==> src/source/spi_bus_pkg.sv <==
package spi_bus_pkg;

    ////////////////////////////////////////////////////////////////////
    // Serial bus mode and edge events
    ////////////////////////////////////////////////////////////////////

    // Packs to the usual SPI mode number {polarity, phase}
    typedef struct packed {
        logic clock_polarity;
        logic clock_phase;
    } spi_mode_t;

    // One-cycle pulses, one per serial clock edge
    typedef struct packed {
        logic leading;
        logic trailing;
    } spi_edge_t;

endpackage

==> src/source/spi_frame_pkg.sv <==
package spi_frame_pkg;

    ////////////////////////////////////////////////////////////////////
    // Frame layout
    ////////////////////////////////////////////////////////////////////

    localparam int FRAME_BITS = 32;

    typedef logic [14:0]           address_t;
    typedef logic [15:0]           data_t;
    typedef logic [FRAME_BITS-1:0] frame_t;

    // Field order is the order on the wire, MSB first
    typedef struct packed {
        address_t address;
        logic     read_write;   // 1 = read
        data_t    data;
    } spi_command_t;

    // Shifter sequence
    typedef enum logic [1:0] {
        S_IDLE,
        S_SELECT,
        S_SHIFT,
        S_RELEASE
    } frame_state_t;

endpackage

==> src/source/spi_command_port.sv <==
`timescale 1ns/100ps

module spi_command_port
    import spi_bus_pkg::*;
    import spi_frame_pkg::*;
(
    input  logic         clock,
    input  logic         reset_n,
    input  logic         req,
    output logic         ack,
    input  spi_command_t command,
    input  spi_mode_t    mode,
    output logic         start,
    output spi_command_t held_command,
    output spi_mode_t    held_mode,
    input  logic         done
);

    logic active;
    logic accept;

    // New request only once the previous ack has fallen
    assign accept = req && !ack && !active;

    always_ff @(posedge clock) begin
        if (!reset_n) begin
            ack       <= 1'b0;
            start     <= 1'b0;
            active    <= 1'b0;
            // Sets the resting serial clock level until the first command
            held_mode <= '0;
        end else begin
            start <= 1'b0;
            if (accept) begin
                start     <= 1'b1;
                active    <= 1'b1;
                held_mode <= mode;
            end
            if (done) begin
                ack    <= 1'b1;
                active <= 1'b0;
            end else if (!req) begin
                ack <= 1'b0;
            end
        end
    end

    always_ff @(posedge clock) begin
        if (accept) begin
            held_command <= command;
        end
    end

    ack_follows_done: assert property (
        @(posedge clock) disable iff (!reset_n) $rose(ack) |-> $past(done)
    );

endmodule

==> src/source/spi_bit_clock.sv <==
`timescale 1ns/100ps

module spi_bit_clock
    import spi_bus_pkg::*;
#(
    parameter int CLOCK_DIVIDER_WIDTH = 16
)
(
    input  logic                           clock,
    input  logic                           reset_n,
    input  logic                           run,
    input  logic [CLOCK_DIVIDER_WIDTH-1:0] divider,
    input  spi_mode_t                      mode,
    output spi_edge_t                      edges,
    output logic                           serial_clock
);

    logic [CLOCK_DIVIDER_WIDTH-1:0] count;
    logic                           half;
    logic                           tick;

    // End of a half-period, divider+1 clocks long
    assign tick = (count == divider);

    // Away from the idle level between leading and trailing edge
    assign serial_clock = mode.clock_polarity ^ half;

    ////////////////////////////////////////////////////////////////////
    // Half-period counter and edge pulses
    ////////////////////////////////////////////////////////////////////

    always_ff @(posedge clock) begin
        if (!reset_n) begin
            count <= '0;
            half  <= 1'b0;
            edges <= '0;
        end else if (!run) begin
            count <= '0;
            half  <= 1'b0;
            edges <= '0;
        end else begin
            edges.leading  <= tick && !half;
            edges.trailing <= tick && half;
            if (tick) begin
                count <= '0;
                half  <= !half;
            end else begin
                count <= count + 1'b1;
            end
        end
    end

    edges_exclusive: assert property (
        @(posedge clock) disable iff (!reset_n) !(edges.leading && edges.trailing)
    );

endmodule

==> src/source/spi_frame_shifter.sv <==
`timescale 1ns/100ps

module spi_frame_shifter
    import spi_bus_pkg::*;
    import spi_frame_pkg::*;
(
    input  logic         clock,
    input  logic         reset_n,
    input  logic         start,
    input  spi_command_t command,
    input  spi_mode_t    mode,
    input  spi_edge_t    edges,
    output logic         run,
    output logic         slave_select,
    output logic         master_out_slave_in,
    input  logic         master_in_slave_out,
    output data_t        read_data,
    output logic         done
);

    localparam int COUNT_WIDTH = $clog2(FRAME_BITS + 1);
    localparam logic [COUNT_WIDTH-1:0] LAST_BIT = COUNT_WIDTH'(FRAME_BITS - 1);

    frame_state_t           state;
    frame_t                 load_frame;
    frame_t                 tx_shift;
    frame_t                 rx_shift;
    data_t                  tx_data;
    logic [COUNT_WIDTH-1:0] bit_count;
    logic                   sample_edge;
    logic                   shift_edge;
    logic                   last_edge;

    // Data field goes out as zeros on a read
    assign tx_data    = command.read_write ? data_t'(0) : command.data;
    assign load_frame = {command.address, command.read_write, tx_data};

    // Phase 0 samples on leading, phase 1 on trailing
    assign sample_edge = mode.clock_phase ? edges.trailing : edges.leading;
    assign shift_edge  = mode.clock_phase ? edges.leading : edges.trailing;
    assign last_edge   = edges.trailing && (bit_count == LAST_BIT);

    // Off in the cycle of the final edge, so the bit clock stops cleanly
    assign run = (state == S_SHIFT) && !last_edge;

    ////////////////////////////////////////////////////////////////////
    // Frame sequence
    ////////////////////////////////////////////////////////////////////

    always_ff @(posedge clock) begin
        if (!reset_n) begin
            state               <= S_IDLE;
            slave_select        <= 1'b1;
            master_out_slave_in <= 1'b0;
            bit_count           <= '0;
            done                <= 1'b0;
        end else begin
            done <= 1'b0;
            case (state)
                S_IDLE: begin
                    if (start) begin
                        state <= S_SELECT;
                    end
                end
                S_SELECT: begin
                    slave_select <= 1'b0;
                    bit_count    <= '0;
                    // Phase 0 needs the first bit before the leading edge
                    if (!mode.clock_phase) begin
                        master_out_slave_in <= load_frame[FRAME_BITS-1];
                    end
                    state <= S_SHIFT;
                end
                S_SHIFT: begin
                    if (shift_edge) begin
                        master_out_slave_in <= tx_shift[FRAME_BITS-1];
                    end
                    if (edges.trailing) begin
                        bit_count <= bit_count + 1'b1;
                    end
                    if (last_edge) begin
                        state <= S_RELEASE;
                    end
                end
                S_RELEASE: begin
                    slave_select        <= 1'b1;
                    master_out_slave_in <= 1'b0;
                    done                <= 1'b1;
                    state               <= S_IDLE;
                end
                default: state <= S_IDLE;
            endcase
        end
    end

    ////////////////////////////////////////////////////////////////////
    // Shift registers
    ////////////////////////////////////////////////////////////////////

    always_ff @(posedge clock) begin
        if (state == S_SELECT) begin
            tx_shift <= mode.clock_phase ? load_frame : {load_frame[FRAME_BITS-2:0], 1'b0};
        end else if (state == S_SHIFT) begin
            if (shift_edge) begin
                tx_shift <= {tx_shift[FRAME_BITS-2:0], 1'b0};
            end
            if (sample_edge) begin
                rx_shift <= {rx_shift[FRAME_BITS-2:0], master_in_slave_out};
            end
        end
        // Low bits hold the data field
        if (state == S_RELEASE) begin
            read_data <= rx_shift[$bits(data_t)-1:0];
        end
    end

    select_during_run: assert property (
        @(posedge clock) disable iff (!reset_n) run |-> !slave_select
    );

    bit_count_bound: assert property (
        @(posedge clock) disable iff (!reset_n) bit_count <= COUNT_WIDTH'(FRAME_BITS)
    );

endmodule

==> src/source/spi_master.sv <==
`timescale 1ns/100ps

module spi_master
    import spi_bus_pkg::*;
    import spi_frame_pkg::*;
#(
    parameter int CLOCK_DIVIDER_WIDTH = 16
)
(
    input  logic                           clock,
    input  logic                           reset_n,
    input  logic                           req,
    output logic                           ack,
    input  spi_command_t                   command,
    input  spi_mode_t                      mode,
    input  logic [CLOCK_DIVIDER_WIDTH-1:0] divider,
    output data_t                          read_data,
    output logic                           serial_clock,
    output logic                           slave_select,
    output logic                           master_out_slave_in,
    input  logic                           master_in_slave_out
);

    logic         start;
    logic         done;
    logic         run;
    spi_command_t held_command;
    spi_mode_t    held_mode;
    spi_edge_t    edges;

    ////////////////////////////////////////////////////////////////////
    // Host handshake, frame sequence, serial clock
    ////////////////////////////////////////////////////////////////////

    spi_command_port command_port (
        .clock        (clock),
        .reset_n      (reset_n),
        .req          (req),
        .ack          (ack),
        .command      (command),
        .mode         (mode),
        .start        (start),
        .held_command (held_command),
        .held_mode    (held_mode),
        .done         (done)
    );

    spi_frame_shifter frame_shifter (
        .clock               (clock),
        .reset_n             (reset_n),
        .start               (start),
        .command             (held_command),
        .mode                (held_mode),
        .edges               (edges),
        .run                 (run),
        .slave_select        (slave_select),
        .master_out_slave_in (master_out_slave_in),
        .master_in_slave_out (master_in_slave_out),
        .read_data           (read_data),
        .done                (done)
    );

    spi_bit_clock #(
        .CLOCK_DIVIDER_WIDTH (CLOCK_DIVIDER_WIDTH)
    ) bit_clock (
        .clock        (clock),
        .reset_n      (reset_n),
        .run          (run),
        .divider      (divider),
        .mode         (held_mode),
        .edges        (edges),
        .serial_clock (serial_clock)
    );

endmodule

==> config.mk <==
export PLATFORM = sky130hd
export DESIGN_NAME = spi_master
export DESIGN_NICKNAME = d
export VERILOG_FILES = /design/src/source/spi_bus_pkg.sv /design/src/source/spi_frame_pkg.sv /design/src/source/spi_command_port.sv /design/src/source/spi_bit_clock.sv /design/src/source/spi_frame_shifter.sv /design/src/source/spi_master.sv
export SDC_FILE = /design/constraint.sdc
export NUM_CORES = 1
export LEC_CHECK = 0
export BUFFER_PORTS_ARGS = -buffer_cell sky130_fd_sc_hd__buf_4
export CAP_MARGIN = 10
export CORE_AREA = 2 2 113 115
export DETAILED_ROUTE_END_ITERATION = 10
export DIE_AREA = 0 0 115 117
export PLACE_DENSITY = 0.7
export SKIP_LAST_GASP = 1
export SLEW_MARGIN = 20
export SYNTH_ARGS = -nofsm -noshare
export SYNTH_HDL_FRONTEND = slang
export SYNTH_SLANG_ARGS = --single-unit
==> constraint.sdc <==
create_clock -name clock -period 4.9 [get_ports clock]
set_input_delay 0.49 -clock clock [delete_from_list [all_inputs] [get_ports clock]]
set_output_delay 0.49 -clock clock [all_outputs]
set_load 0.02 [all_outputs]
# Yosys cells after proc, flatten, opt, wreduce, memory -nomap -nowiden
# Index checks and enable logic that the tools add are counted.
[totals] ramBits=0 ff_bits=131 inputBits=54 out_inout_bits=20 mem_bits_ro=0 latchBits=0 mem_count=0 word_cells=80
[op_classes] n_reduce_logical=23 bitwise_logic=4 add_sub_neg=2 n_mul=0 n_lt_le_gt_ge=0 muxes=20 n_div=0 shifts=0 n_eq_ne=11
[op_table] operator="32-bit two-way mux" n=4
[op_table] operator="16-bit by 1-bit adder with 16-bit output (second input constant)" n=1
[op_table] operator="16-bit equality test" n=1
[op_table] operator="16-bit two-way mux" n=1
[op_table] operator="6-bit case mux with 2 select lines" n=1
[op_table] operator="1-bit two-way mux" n=8
[op_table] operator="2-bit by 1-bit inequality test with 1-bit output (second input constant)" n=4
[op_table] operator="2-bit case mux with 4 select lines" n=1
[op_table] operator="2-bit AND reduction" n=4
[op_table] operator="6-bit by 1-bit adder with 6-bit output (second input constant)" n=1
[op_table] operator="6-bit by 5-bit equality test with 1-bit output (second input constant)" n=1
[op_table] operator="1-bit logical AND" n=6
[op_table] operator="6-bit two-way mux" n=1
[op_table] operator="3-bit AND reduction" n=2
[op_table] operator="2-bit nonzero test" n=3
[op_table] operator="2-bit equality test (second input constant)" n=2
[op_table] operator="1-bit logical NOT" n=4
[op_table] operator="2-bit two-way mux" n=2
[op_table] operator="2-bit inequality test (second input constant)" n=2
[op_table] operator="1-bit inverter" n=3
[op_table] operator="1-bit case mux with 3 select lines" n=1
[op_table] operator="3-bit nonzero test" n=1
[op_table] operator="3-bit OR reduction" n=1
[op_table] operator="2-bit by 1-bit equality test with 1-bit output (second input constant)" n=1
[op_table] operator="other kinds (4)" n=4

# Longest topological paths before layout
[depth] depth_word=6 mapped_depth=7 mapped_depth_nobuf=6

# Modules after synthesis
# Synthesis repeated with hierarchy kept, for this count alone.
[hier_totals] cells_unflattened=379 hier_area_um2=5395.2
[by_module_without_submodules] module="spi_frame_shifter" cells_per_inst=224 seq_area_each_um2=2142.1 instances=1 area_each_um2=3204.3
[by_module_without_submodules] module="spi_command_port" cells_per_inst=50 seq_area_each_um2=1061.0 instances=1 area_each_um2=1153.6
[by_module_without_submodules] module="spi_bit_clock" cells_per_inst=105 seq_area_each_um2=380.4 instances=1 area_each_um2=1037.2

# Worst setup path after synthesis
# OpenSTA, ideal clock, no wires.
[synth_timing] path_kind="register to register" from="register frame_shifter.state[1]" to="register frame_shifter.tx_shift[0] (enable)" n_path_buf=1 stages_incl_launch_ff=6 synth_period_minus_slack_ns=3.745 setup_slack_ns=1.155 t_required_ns=4.430 t_arrival_ns=3.275 setup_time_ns=0.470 cell_sequence="dfxtp_1 > inv_1 > ha_1 > clkbuf_1 > inv_2 > a21boi_0"
[synth_via] elab_chain_cells=3 elab_cells_between_ends=5 classes_between="eq/ne: 2; reduce/logical: 3"
[synth_lines] element="start: declaration" line="spi_frame_shifter.sv:24" source="frame_state_t state;"
[synth_lines] element="start signal: assignment" line="spi_frame_shifter.sv:52" source="state <= S_IDLE;"
[synth_lines] element="start signal: assignment" line="spi_frame_shifter.sv:62" source="state <= S_SELECT;"
[synth_lines] element="start signal: assignment" line="spi_frame_shifter.sv:72" source="state <= S_SHIFT;"
[synth_lines] element="2-bit by 1-bit equality test with 1-bit output / 2-bit equality test (equally long branches)" line="spi_frame_shifter.sv:101, spi_frame_shifter.sv:103"
[synth_lines] element="2-bit nonzero test (no source line)"
[synth_lines] element="2-bit AND reduction (no source line) (*)"
[synth_lines] element="end signal: assignment" line="spi_frame_shifter.sv:102" source="tx_shift <= mode.clock_phase ? load_frame : {load_frame[FRAME_BITS-2:0], 1'b0};"
[synth_lines] element="end signal: assignment" line="spi_frame_shifter.sv:105" source="tx_shift <= {tx_shift[FRAME_BITS-2:0], 1'b0};"
[synth_lines] element="end: declaration" line="spi_frame_shifter.sv:26" source="frame_t tx_shift;"
# Mark *: on every way between the ends. The rest lies on a longest branch, timed or not.
# A chain may end at the register's enable or synchronous reset.

# Worst setup path in the final report
[layout_timing] from="register frame_shifter.state[1]" to="register frame_shifter.tx_shift[17] (enable)"
# The elaborated chain is that of the path after synthesis.

==> reports/results.tsv <==
metric	value	unit
synth.ff_latch_count	131	
fillCellCount	1048	
cts_setup_buffers	0	
antenna_found_initial	0	
grtUsageTotal	14.99	%
vias_in_the_first_global_route	3246	
synth.area.top_cells	sky130_fd_sc_hd__edfxtp_1 (54%), sky130_fd_sc_hd__dfxtp_1 (13%), sky130_fd_sc_hd__mux2i_1 (6.5%)	
final_util	53.28	%
drc_errors	0	
stdcell_area	6560	sq um
synth.yosys.seq_area_share	66.92	%
max_slew_headroom	30.87	%
chipWidth	115	um
synth_fa_ha_area_share	1.636	%
row_count	41	
synth_enable_flop_cells	96	
regArea	3585	sq um
grt_overflow_total	0	
yosysUniqueCellTypes	46	
dr_total_vias	3206	
hold_viol	0	
antenna_cells	0	
post-synth-top-area-fraction	53.83	%
mostFrequentLayoutCells	sky130_fd_sc_hd__edfxtp_1 (96), sky130_fd_sc_hd__buf_4 (76), sky130_fd_sc_hd__mux2i_1 (35), sky130_fd_sc_hd__dfxtp_1 (34), sky130_fd_sc_hd__nor2_1 (30)	
critical_path_arrival	2.32	ns
pin_count_of_the_biggest_net_entering_global_routing	39	
post_synth.cell_area_avg	13.77	sq um
final_net_count	525	
tightestPinTransition	1.037	ns
hold_start	command[2]	
syn-instance-count	389	
drt_pass1_iterations	4	
via_per_inst	5.121	
synthArstFlopShare	0	%
syn-num-nets	450	
drtAntennaViolNets	0	
clock_latency	0.41	ns
max_cap_violations	0	
cts-hold-fix-buffers	0	
core_area	12310	sq um
clockRootBuffer	sky130_fd_sc_hd__clkbuf_16	
ys_dominant_reg_cell	sky130_fd_sc_hd__edfxtp_1	
h-tree-depth	4	
overall_die_area	13460	sq um
drt_iter0_markers	148	
wl	9322	um
synthSimpleGateAreaFrac	9.813	%
buffer_ports.inserted	73	
finalCriticalPeriod	2.267	ns
post_route_fraction_of_the_period_consumed_by_the_critical_path	46.27	%
crit_path_max_fanout	36	
timing.hold.worst.class	in -> reg	
avgRoutedWirePerCell	14.89	um
clkSinkCount	131	
cts.reportedPaths.clkPinSlew	0.05	ns
cts_buffer_depth	2	
power.static_leakage	2.288	nW
startpoint	frame_shifter.state[1]	
io_pins	74	
initial_core_util	43.50	%
whs	0.2604	ns
layout_setup_ws	2.633	ns
slew_violations	0	
grt_first_pass_wirelength	15390	um
layout-drive-gt1-share	22.69	%
yosys_warnings	0	
crit_path_start_kind	flip-flop	
vdd_ir_drop_max	0.2244	mV
setup_viol_count_final	0	
layout.cells.most_common	sky130_fd_sc_hd__edfxtp_1	
outcome	finished clean	
gpl.final_weighted_congestion	0.7981	
complex_gate_fraction_of_the_synthesized_area	8.224	%
detailedPlacementHpwl	6148	um
critPathCaptureType	flip-flop	
cellPowerDensity	449.3	nW/um^2
rsz_0062_raised_after_global_routing	no	
detailedPlace.worstSlack	2.199	ns
fmaxAchievable	0.4411	GHz
synth_top_area_cell	sky130_fd_sc_hd__edfxtp_1	
placement_stage_cell_area	6023	sq um
post_cts_resized	0	
cts_made_buffers	17	
tritoncts_clock_tree	built	
required	4.95	ns
synth_top_family_by_area	simple AND/OR/NAND/NOR gates	
totalNegativeSetupSlack	0	ns
multiInputGateArea	1660	sq um
worstReg2RegStart	frame_shifter.state[1]	
timing_worst_setup_path_type	reg -> reg	
mappedNetlistArea	5355	sq um
area_share_of_xor_xnor_cells_in_the_synthesized_design	4.579	%
die_height	117	um
synthToLayoutAreaGrowth	22.50	%
skew	0.009378	ns
post_synth_mux_area_share	6.542	%
worst max-delay path: stages (launching register included):
cell	delay (ns)
sky130_fd_sc_hd__dfxtp_1	0.34
sky130_fd_sc_hd__inv_1	0.11
sky130_fd_sc_hd__ha_2	0.60
sky130_fd_sc_hd__inv_2	0.30
sky130_fd_sc_hd__a21boi_2	0.18
sky130_fd_sc_hd__buf_4	0.38
cell usage after synthesis, types with 5 or more instances:
cell and n:
sky130_fd_sc_hd__buf_2 5, sky130_fd_sc_hd__nor3_1 13, sky130_fd_sc_hd__a21oi_1 26, sky130_fd_sc_hd__nor2_1 30, sky130_fd_sc_hd__xnor2_1 18, sky130_fd_sc_hd__edfxtp_1 96
sky130_fd_sc_hd__dfxtp_1 35, sky130_fd_sc_hd__clkbuf_1 12, sky130_fd_sc_hd__o21ai_0 7, sky130_fd_sc_hd__mux2i_1 35, sky130_fd_sc_hd__ha_1 7, sky130_fd_sc_hd__inv_1 5
sky130_fd_sc_hd__nor3b_1 6, sky130_fd_sc_hd__nand3_1 9, sky130_fd_sc_hd__xor2_1 10, sky130_fd_sc_hd__nand4_1 10, sky130_fd_sc_hd__nand2_1 6, sky130_fd_sc_hd__nand2b_1 5
sky130_fd_sc_hd__o2bb2ai_1 15
power breakdown:
group / switching (mW) / total, mW / internal (mW)
sequential: 0.0433 / 1.36 / 1.31
clock: 0.419 / 1.16 / 0.737
combinational: 0.253 / 0.434 / 0.180
per-stage QoR:
step	power, mW	cells
after floorplan	1.688	389
after global placement	1.796	595
after detailed placement	1.815	595
after CTS	2.974	626
after global routing	3.081	626
final	2.947	626
registers in the layout, summed over array words and instances (netlist names), 2 cells and up:
| name | count |
|---|---|
| command_port.held_mode | 2 |
| frame_shifter.bit_count | 6 |
| command_port.held_command | 32 |
| frame_shifter.state | 2 |
| frame_shifter.rx_shift | 16 |
| bit_clock.edges | 2 |
| frame_shifter.tx_shift | 32 |
| bit_clock.count | 16 |
| frame_shifter.read_data | 16 |
layout make-up:
| cell class | instances | area share (%) |
|---|---|---|
| Timing Repair Buffer | 76 | 8.697 |
| Clock buffer | 23 | 6.828 |
| Multi-Input combinational cell | 232 | 25.31 |
| Clock inverter | 8 | 1.316 |
| Inverter | 6 | 0.3433 |
| Sequential cell | 131 | 54.64 |
| Tap cell | 150 | 2.861 |
final timing paths:
kind                            slack, ns  cells after the start                      endpoint
worst max register to register       2.63                      5    frame_shifter.tx_shift[17]
worst min register to register       0.42                      1           command_port.active
worst min-delay path                 0.26                      1  command_port.held_command[2]
worst max-delay path                 2.63                      5    frame_shifter.tx_shift[17]
kinds of logic after synthesis:
family,Yosys count
DFF,131
xor gates and xnor gates,28
adders and majority gates,7
muxes,35
and+or+nand+nor,96
AOI/OAI and AO/OA,66
buffers and inverters,26
layer usage:
metal / global-route usage, % / vias up / wire [um]
met1: 18.63 / 1526 / 4236
met5: 0 / - / 0
met4: 6.747 / 0 / 140
met3: 3.965 / 13 / 352
met2: 24.78 / 55 / 4592
li1: - / 1612 / -
Power figures use the tool's default switching activity.
